### config.mk
export PLATFORM = sky130hd
export DESIGN_NAME = ps2_keyboard_top
export DESIGN_NICKNAME = d
export VERILOG_FILES = /design/src/ps2_pkg.sv /design/src/ps2_frame_rx.sv /design/src/ps2_key_filter.sv /design/src/ps2_keyboard_top.sv /design/src/scan_fifo.sv /design/src/scan_to_ascii.sv /design/src/seg_display.sv
export VERILOG_INCLUDE_DIRS = /design/src
export SDC_FILE = /design/constraint.sdc
export NUM_CORES = 1
export LEC_CHECK = 0
export CAP_MARGIN = 20
export CELL_PAD_IN_SITES_DETAIL_PLACEMENT = 0
export CELL_PAD_IN_SITES_GLOBAL_PLACEMENT = 1
export CORE_ASPECT_RATIO = 1.2
export CORE_MARGIN = 2
export CORE_UTILIZATION = 52
export CTS_CLUSTER_SIZE = 20
export DETAILED_ROUTE_END_ITERATION = 16
export DONT_BUFFER_PORTS = 1
export PLACE_DENSITY_LB_ADDON = 0.1
export SKIP_LAST_GASP = 1
export SYNTH_ARGS = -nofsm -noshare
export SYNTH_HDL_FRONTEND = slang
export SYNTH_HIERARCHICAL = 1
export SYNTH_SLANG_ARGS = --single-unit
### constraint.sdc
create_clock -name clk -period 6.4 [get_ports clk]
set_input_delay 0.32 -clock clk [delete_from_list [all_inputs] [get_ports clk]]
set_output_delay 0.32 -clock clk [all_outputs]
set_load 0.05 [all_outputs]
### src/ps2_params.svh
`ifndef PS2_PARAMS_SVH
`define PS2_PARAMS_SVH

// Scan-code queue entries, must be a power of two
`define PS2_FIFO_DEPTH 8

// Flip-flops on the PS/2 clock and data lines, at least two
`define PS2_SYNC_STAGES 3

// The press counter wraps to zero here
`define PS2_COUNT_MOD 100

// Set-2 break prefix sent ahead of a released key's code
`define PS2_BREAK_CODE 8'hF0

`endif

### src/ps2_pkg.sv
`include "ps2_params.svh"

package ps2_pkg;

    // Queue pointers carry one extra bit to tell full from empty
    localparam int PS2_PTR_W = $clog2(`PS2_FIFO_DEPTH) + 1;

    typedef logic [PS2_PTR_W-1:0] fifo_ptr_t;

    typedef struct packed {
        logic [7:0] data;
        logic       parity_ok;
    } ps2_frame_t;

    typedef struct packed {
        logic [7:0] code;
        logic [7:0] ascii;
    } key_entry_t;

    // Active-low patterns, segment a in bit 6, digit 0 first
    typedef struct packed {
        logic [6:0] hex_lo;
        logic [6:0] hex_hi;
        logic [6:0] asc_ones;
        logic [6:0] asc_tens;
        logic [6:0] cnt_ones;
        logic [6:0] cnt_tens;
    } seg_bank_t;

    typedef enum logic [1:0] {
        RX_IDLE,
        RX_DATA,
        RX_PARITY,
        RX_STOP
    } rx_state_e;

endpackage

### src/ps2_frame_rx.sv
`include "ps2_params.svh"

module ps2_frame_rx
    import ps2_pkg::*;
(
    input  logic       clk,
    input  logic       rst_n,
    input  logic       ps2_clk,
    input  logic       ps2_data,
    output ps2_frame_t frame,
    output logic       frame_valid,
    output logic       frame_bad
);

    localparam int SYNC_N = `PS2_SYNC_STAGES;

    logic [SYNC_N-1:0] clk_sync;
    logic [SYNC_N-1:0] data_sync;
    logic              ps2_fall;
    logic              ps2_bit;
    rx_state_e         state;
    logic [2:0]        bit_cnt;
    logic [7:0]        shift;
    logic              parity_ok;

    // ~~~~~~~~~~~~~~~~~~~~~~~~~~~~~~~~~~~~~~~~~~~~~~~~~~~~~~~~~~~~
    // Input synchronizers, both lines idle high
    // ~~~~~~~~~~~~~~~~~~~~~~~~~~~~~~~~~~~~~~~~~~~~~~~~~~~~~~~~~~~~
    always_ff @(posedge clk or negedge rst_n) begin
        if (!rst_n) begin
            clk_sync  <= '1;
            data_sync <= '1;
        end else begin
            clk_sync  <= {clk_sync[SYNC_N-2:0], ps2_clk};
            data_sync <= {data_sync[SYNC_N-2:0], ps2_data};
        end
    end

    // The last stage only serves the edge detector
    assign ps2_fall = clk_sync[SYNC_N-1] & ~clk_sync[SYNC_N-2];
    assign ps2_bit  = data_sync[SYNC_N-2];

    // ~~~~~~~~~~~~~~~~~~~~~~~~~~~~~~~~~~~~~~~~~~~~~~~~~~~~~~~~~~~~
    // Frame state machine, one step per falling PS/2 clock edge
    // ~~~~~~~~~~~~~~~~~~~~~~~~~~~~~~~~~~~~~~~~~~~~~~~~~~~~~~~~~~~~
    always_ff @(posedge clk or negedge rst_n) begin
        if (!rst_n) begin
            state       <= RX_IDLE;
            bit_cnt     <= '0;
            parity_ok   <= 1'b0;
            frame_valid <= 1'b0;
            frame_bad   <= 1'b0;
        end else begin
            frame_valid <= 1'b0;
            frame_bad   <= 1'b0;
            if (ps2_fall) begin
                case (state)
                    RX_IDLE: begin
                        if (!ps2_bit) begin
                            state   <= RX_DATA;
                            bit_cnt <= '0;
                        end else begin
                            frame_bad <= 1'b1;
                        end
                    end
                    RX_DATA: begin
                        bit_cnt <= bit_cnt + 3'd1;
                        if (bit_cnt == 3'd7) begin
                            state <= RX_PARITY;
                        end
                    end
                    RX_PARITY: begin
                        // Odd parity over data and parity bit
                        parity_ok <= ^{shift, ps2_bit};
                        state     <= RX_STOP;
                    end
                    RX_STOP: begin
                        state <= RX_IDLE;
                        if (ps2_bit && parity_ok) begin
                            frame_valid <= 1'b1;
                        end else begin
                            frame_bad <= 1'b1;
                        end
                    end
                    default: state <= RX_IDLE;
                endcase
            end
        end
    end

    // Data arrives least significant bit first
    always_ff @(posedge clk) begin
        if (ps2_fall && state == RX_DATA) begin
            shift <= {ps2_bit, shift[7:1]};
        end
        if (ps2_fall && state == RX_STOP) begin
            frame.data      <= shift;
            frame.parity_ok <= parity_ok;
        end
    end

    a_valid_bad_exclusive: assert property (
        @(posedge clk) disable iff (!rst_n) !(frame_valid && frame_bad));

    a_result_one_cycle: assert property (
        @(posedge clk) disable iff (!rst_n)
        (frame_valid || frame_bad) |=> !(frame_valid || frame_bad));

endmodule

### src/ps2_key_filter.sv
`include "ps2_params.svh"

module ps2_key_filter
    import ps2_pkg::*;
(
    input  logic       clk,
    input  logic       rst_n,
    input  ps2_frame_t frame,
    input  logic       frame_valid,
    output logic       push,
    output logic [7:0] push_code,
    output logic       key_held,
    output logic [7:0] press_count
);

    logic       byte_ok;
    logic       is_break;
    logic       take;
    logic       release_armed;
    logic [7:0] last_byte;

    assign byte_ok  = frame_valid && frame.parity_ok;
    assign is_break = frame.data == `PS2_BREAK_CODE;
    assign take     = byte_ok && !is_break && !release_armed;

    always_ff @(posedge clk or negedge rst_n) begin
        if (!rst_n) begin
            release_armed <= 1'b0;
            key_held      <= 1'b0;
            push          <= 1'b0;
            press_count   <= '0;
            last_byte     <= '0;
        end else begin
            push <= take;
            if (byte_ok && is_break) begin
                release_armed <= 1'b1;
                key_held      <= 1'b0;
                last_byte     <= frame.data;
            end else if (byte_ok && release_armed) begin
                // The released key's code is dropped and leaves last_byte alone
                release_armed <= 1'b0;
            end else if (take) begin
                key_held  <= 1'b1;
                last_byte <= frame.data;
                // A typematic repeat repeats the previous byte exactly
                if (frame.data != last_byte) begin
                    if (press_count == 8'(`PS2_COUNT_MOD - 1)) begin
                        press_count <= '0;
                    end else begin
                        press_count <= press_count + 8'd1;
                    end
                end
            end
        end
    end

    always_ff @(posedge clk) begin
        if (take) begin
            push_code <= frame.data;
        end
    end

endmodule

### src/ps2_keyboard_top.sv
`include "ps2_params.svh"

module ps2_keyboard_top
    import ps2_pkg::*;
(
    input  logic       clk,
    input  logic       rst_n,
    input  logic       ps2_clk,
    input  logic       ps2_data,
    input  logic       key_ack,
    output key_entry_t key,
    output logic       key_req,
    output logic       overflow,
    output logic       frame_error,
    output seg_bank_t  segs
);

    ps2_frame_t frame;
    logic       frame_valid;
    logic       frame_bad;
    logic       push;
    logic [7:0] push_code;
    logic       key_held;
    logic [7:0] press_count;
    logic [7:0] head_code;
    logic [7:0] ascii;

    ps2_frame_rx i_frame_rx (
        .clk         (clk),
        .rst_n       (rst_n),
        .ps2_clk     (ps2_clk),
        .ps2_data    (ps2_data),
        .frame       (frame),
        .frame_valid (frame_valid),
        .frame_bad   (frame_bad)
    );

    ps2_key_filter i_key_filter (
        .clk         (clk),
        .rst_n       (rst_n),
        .frame       (frame),
        .frame_valid (frame_valid),
        .push        (push),
        .push_code   (push_code),
        .key_held    (key_held),
        .press_count (press_count)
    );

    scan_fifo i_scan_fifo (
        .clk       (clk),
        .rst_n     (rst_n),
        .push      (push),
        .push_code (push_code),
        .head_code (head_code),
        .key_req   (key_req),
        .key_ack   (key_ack),
        .overflow  (overflow)
    );

    // Decodes the queue head, so the ASCII half follows every pop
    scan_to_ascii i_scan_to_ascii (
        .code  (head_code),
        .ascii (ascii)
    );

    seg_display i_seg_display (
        .head_code   (head_code),
        .ascii       (ascii),
        .press_count (press_count),
        .key_held    (key_held),
        .show_head   (key_req),
        .segs        (segs)
    );

    assign key = '{code: head_code, ascii: ascii};

    always_ff @(posedge clk or negedge rst_n) begin
        if (!rst_n) begin
            frame_error <= 1'b0;
        end else if (frame_bad) begin
            frame_error <= 1'b1;
        end
    end

endmodule

### src/scan_fifo.sv
`include "ps2_params.svh"

module scan_fifo
    import ps2_pkg::*;
(
    input  logic       clk,
    input  logic       rst_n,
    input  logic       push,
    input  logic [7:0] push_code,
    output logic [7:0] head_code,
    output logic       key_req,
    input  logic       key_ack,
    output logic       overflow
);

    localparam int IDX_W = PS2_PTR_W - 1;

    typedef enum logic {
        HS_IDLE,
        HS_REQ
    } hs_state_e;

    logic [7:0] mem [`PS2_FIFO_DEPTH];
    fifo_ptr_t  wr_ptr;
    fifo_ptr_t  rd_ptr;
    logic       empty;
    logic       full;
    logic       wr_en;
    logic       pop;
    hs_state_e  hs_state;

    assign empty = wr_ptr == rd_ptr;
    assign full  = (wr_ptr[IDX_W] != rd_ptr[IDX_W])
                && (wr_ptr[IDX_W-1:0] == rd_ptr[IDX_W-1:0]);
    assign wr_en = push && !full;
    assign pop   = (hs_state == HS_REQ) && key_ack;

    assign key_req   = hs_state == HS_REQ;
    assign head_code = mem[rd_ptr[IDX_W-1:0]];

    always_ff @(posedge clk or negedge rst_n) begin
        if (!rst_n) begin
            wr_ptr   <= '0;
            rd_ptr   <= '0;
            overflow <= 1'b0;
            hs_state <= HS_IDLE;
        end else begin
            if (wr_en) begin
                wr_ptr <= wr_ptr + 1'b1;
            end
            if (push && full) begin
                overflow <= 1'b1;
            end
            if (pop) begin
                rd_ptr <= rd_ptr + 1'b1;
            end
            case (hs_state)
                // A push into an empty queue raises the request right away
                HS_IDLE: if (!key_ack && (!empty || push)) hs_state <= HS_REQ;
                HS_REQ:  if (key_ack) hs_state <= HS_IDLE;
                default: hs_state <= HS_IDLE;
            endcase
        end
    end

    always_ff @(posedge clk) begin
        if (wr_en) begin
            mem[wr_ptr[IDX_W-1:0]] <= push_code;
        end
    end

    a_req_holds: assert property (
        @(posedge clk) disable iff (!rst_n)
        (key_req && !key_ack) |=> (key_req && $stable(head_code)));

    // Occupancy stays within the buffer, so no write lands on a full queue
    a_no_overrun: assert property (
        @(posedge clk) disable iff (!rst_n)
        fifo_ptr_t'(wr_ptr - rd_ptr) <= fifo_ptr_t'(`PS2_FIFO_DEPTH));

endmodule

### src/scan_to_ascii.sv
module scan_to_ascii
    import ps2_pkg::*;
(
    input  logic [7:0] code,
    output logic [7:0] ascii
);

    // Set-2 make codes of the letter and digit keys
    always_comb begin
        case (code)
            8'h1C: ascii = "A";
            8'h32: ascii = "B";
            8'h21: ascii = "C";
            8'h23: ascii = "D";
            8'h24: ascii = "E";
            8'h2B: ascii = "F";
            8'h34: ascii = "G";
            8'h33: ascii = "H";
            8'h43: ascii = "I";
            8'h3B: ascii = "J";
            8'h42: ascii = "K";
            8'h4B: ascii = "L";
            8'h3A: ascii = "M";
            8'h31: ascii = "N";
            8'h44: ascii = "O";
            8'h4D: ascii = "P";
            8'h15: ascii = "Q";
            8'h2D: ascii = "R";
            8'h1B: ascii = "S";
            8'h2C: ascii = "T";
            8'h3C: ascii = "U";
            8'h2A: ascii = "V";
            8'h1D: ascii = "W";
            8'h22: ascii = "X";
            8'h35: ascii = "Y";
            8'h1A: ascii = "Z";
            8'h45: ascii = "0";
            8'h16: ascii = "1";
            8'h1E: ascii = "2";
            8'h26: ascii = "3";
            8'h25: ascii = "4";
            8'h2E: ascii = "5";
            8'h36: ascii = "6";
            8'h3D: ascii = "7";
            8'h3E: ascii = "8";
            8'h46: ascii = "9";
            default: ascii = 8'h00;
        endcase
    end

endmodule

### src/seg_display.sv
`include "ps2_params.svh"

module seg_display
    import ps2_pkg::*;
(
    input  logic [7:0] head_code,
    input  logic [7:0] ascii,
    input  logic [7:0] press_count,
    input  logic       key_held,
    input  logic       show_head,
    output seg_bank_t  segs
);

    localparam logic [6:0] BLANK = 7'h7F;

    logic       show;
    logic [3:0] asc_ones;
    logic [3:0] asc_tens;
    logic [3:0] cnt_ones;
    logic [3:0] cnt_tens;

    // Active low, bits are a b c d e f g
    function automatic logic [6:0] encode(input logic [3:0] nib);
        case (nib)
            4'h0: return 7'b0000001;
            4'h1: return 7'b1001111;
            4'h2: return 7'b0010010;
            4'h3: return 7'b0000110;
            4'h4: return 7'b1001100;
            4'h5: return 7'b0100100;
            4'h6: return 7'b0100000;
            4'h7: return 7'b0001111;
            4'h8: return 7'b0000000;
            4'h9: return 7'b0000100;
            4'hA: return 7'b0001000;
            4'hB: return 7'b1100000;
            4'hC: return 7'b0110001;
            4'hD: return 7'b1000010;
            4'hE: return 7'b0110000;
            default: return 7'b0111000;
        endcase
    endfunction

    assign show     = key_held && show_head;
    assign asc_ones = 4'(ascii % 8'd10);
    assign asc_tens = 4'((ascii / 8'd10) % 8'd10);
    assign cnt_ones = 4'(press_count % 8'd10);
    assign cnt_tens = 4'((press_count % 8'(`PS2_COUNT_MOD)) / 8'd10);

    assign segs.hex_lo   = show ? encode(head_code[3:0]) : BLANK;
    assign segs.hex_hi   = show ? encode(head_code[7:4]) : BLANK;
    assign segs.asc_ones = show ? encode(asc_ones) : BLANK;
    assign segs.asc_tens = show ? encode(asc_tens) : BLANK;
    assign segs.cnt_ones = encode(cnt_ones);
    assign segs.cnt_tens = encode(cnt_tens);

endmodule

==> flow_summary.json <==
{
  "fmax_ghz": 0.164,
  "drtAntennaViolNets": 0,
  "cts_root_buffer": "clkbuf_16",
  "start_kind": "flop",
  "gp_congestion": 0.886,
  "drc": 0,
  "crit_slowest_cell": "mux4_1",
  "cts_buffers": 17,
  "die_y_um": 151,
  "fin_util": 0.603,
  "netlist_top_cells_count": "89 x edfxtp_1, 56 x nand2_1, 50 x ha_1",
  "yosys_warnings": 6,
  "die_area_mm2": 0.0190,
  "placed_cells": 1047,
  "skew_ps": 5.49,
  "viasPerCell": 6.13,
  "synthTopCellsByArea": "edfxtp_1 29%, dfrtp_1 10%, ha_1 6.7%",
  "yosysUniqueCellTypes": 111,
  "tritoncts": "done",
  "status": "finished, final reports clean",
  "clkLatencyLatePin_ps": 410,
  "final_area_mm2": 0.0106,
  "finalCritPeriodShare": 0.952,
  "cp_num_buf_inv": 5,
  "port-buffer-count": 0,
  "antenna_found_initial": 0,
  "drv_slew": 0,
  "setup_viol": 0,
  "synthFlopType": "edfxtp_1",
  "cp_top_family": "compound AO/OA/AOI/OAI gates",
  "drive_gt1_frac": 0.213,
  "cts.sinks": 132,
  "drt-pass1-iter-count": 5,
  "start_util": 0.530,
  "wire_per_inst_um": 18.0,
  "grt_pass1_wl_um": 32600,
  "grt_usage": 0.211,
  "async_flop_share": 0.326,
  "path_cells": "buf_4, mux4_1, mux2_4, buf_4, o21ai_0, o2111ai_1, a221oi_4, buf_6, nor3b_2, a311oi_2, buf_4, and2_1, ha_1, nand2_1, a22oi_1, a311oi_4, a211oi_2, nor2b_1, o31ai_4, buf_12",
  "multi_input_area_mm2": 0.00525,
  "tightest_slew_ps": 1100,
  "antennaDiodeCount": 0,
  "ys_seq_area_frac": 0.403,
  "syn_nets": 889,
  "hold_path.class": "in2reg",
  "core_mm2": 0.0176,
  "critPathArrivalTime_ps": 5780,
  "grt_max_degree": 44,
  "fillCellCount": 1435,
  "yosysMostFrequentCell": "edfxtp_1",
  "first_global_vias": 6564,
  "worstSetupEndpointType": "output pin",
  "cts.reportedPaths.clkPinSlew_ps": 50,
  "rows": 53,
  "syn_area_mm2": 0.00932,
  "seqCellArea_mm2": 0.00376,
  "yosysTopAreaCell": "edfxtp_1",
  "totalWireLength_um": 19700,
  "crit_required_ps": 6080,
  "netlist_instances": 834,
  "die_w_um": 126,
  "overflow": 0,
  "synthToLayoutAreaGrowth_pct": 13.7,
  "path_class": "reg2out",
  "crit_path_max_fanout": 28,
  "place_area_mm2": 0.00985,
  "finalHoldViolCount": 0,
  "finalCriticalPeriod_ps": 6100,
  "cpMostUsedCell": "buf_4",
  "slew_headroom": 0.278,
  "dr.first_iter.drc_count": 611,
  "cts_max_path_buffers": 2,
  "syn-mean-instance-area_um2": 11.2,
  "vias": 6695,
  "finalNetCount": 914,
  "synth_edf_count": 89,
  "dp_hpwl_um": 14300,
  "final_cells": 1092,
  "netlist.area_leader.share": 0.287,
  "cap_viol_max_count": 0,
  "slowest_delay_ps": 560,
  "ys_ff_latch": 132,
  "cts_max_level": 4,
  "io_pins": 66
}
[cell type report]
cell class	instances	area share
Multi-Input combinational cell	607	0.496
Sequential cell	132	0.355
Timing Repair Buffer	58	0.0553
Clock buffer	22	0.0429
Tap cell	220	0.0260
Inverter	43	0.0152
Clock inverter	10	0.0103
[layer usage]
metal	wire length (um)	GRT usage
met3	507	0.0345
met5	0	0
met4	476	0.0736
met2	10500	0.384
met1	8140	0.253
[registers in the layout, summed over array words and instances, names as in the netlist, 2 cells and up]
name,count
i_scan_fifo/mem,64
i_frame_rx/clk_sync,3
i_key_filter/push_code,8
i_frame_rx/shift,8
i_frame_rx/state,2
i_frame_rx/frame,9
i_scan_fifo/rd_ptr,4
i_scan_fifo/wr_ptr,4
i_frame_rx/data_sync,2
i_key_filter/press_count,8
i_key_filter/last_byte,8
i_frame_rx/bit_cnt,3
[logic make-up after synthesis]
kind of cell / Yosys count / share of synthesized area
flip-flops: 132 / 0.403
XOR/XNOR: 38 / 0.0420
AND/OR/NAND/NOR: 239 / 0.147
AO/OA/AOI/OAI: 206 / 0.170
other: 1 / 0.000402
adder cells (fa/ha/maj): 51 / 0.0682
multiplexers: 72 / 0.119
buffers and inverters: 95 / 0.0506
[worst register-to-register path: cells and delay by family, from the launching register on]
| kind | cells | cell delay, ps |
|---|---|---|
| xor gates and xnor gates | 1 | 380 |
| and+or+nand+nor | 2 | 830 |
| buffers and inverters | 1 | 270 |
| DFF | 1 | 520 |
[cells in the final DEF (no fill, tap or decap), types with 17 or more instances in the layout]
master / n
mux2i_1: 24
nand2_1: 56
o21ai_0: 24
xnor2_1: 17
edfxtp_1: 89
nor2_1: 37
a21oi_1: 25
mux2_4: 17
nand2b_1: 18
ha_1: 49
nand3_1: 19
buf_4: 42
clkbuf_16: 17
inv_1: 43
dfrtp_1: 37
[stage by stage]
| step | worst slack, ps | hold slack (ps) | setup TNS, ps |
|---|---|---|---|
| 3_5_place_dp | 290 | 26.5 | 0 |
| 4_1_cts | 59.5 | 89.6 | 0 |
| 6_report | 305 | 108 | 0 |
| 2_1_floorplan | 37.8 | 24.4 | 0 |
| 3_3_place_gp | 498 | 26.6 | 0 |
| 5_1_grt | -2.22 | 105 | -2.22 |
[worst paths after layout]
check | endpoint | depth (start not counted) | from | slack [ps]
max in group asynchronous | i_frame_rx/clk_sync[0] | 2 | rst_n | 5710
hold / removal | i_scan_fifo/rd_ptr[2] | 2 | key_ack | 110
setup reg to reg | i_scan_fifo/mem[7][2] | 4 | i_scan_fifo/rd_ptr[2] | 4010
min in group asynchronous | i_key_filter/press_count[7] | 2 | rst_n | 410
hold reg to reg | i_frame_rx/clk_sync[1] | 0 | i_frame_rx/clk_sync[0] | 360
setup / recovery | segs[20] | 20 | i_scan_fifo/rd_ptr[0] | 300
[repair_timing]
item,in CTS,in global routing
setup endpoints to repair,4,11
gates cloned,0,0
hold buffers,5,0
pin swaps,1,4
hold endpoints to repair,46,0
resized for setup,1,12
setup buffers,2,5
Power is not shown: default switching activity piles up to over one toggle a cycle in this logic, so the estimate is an artifact.
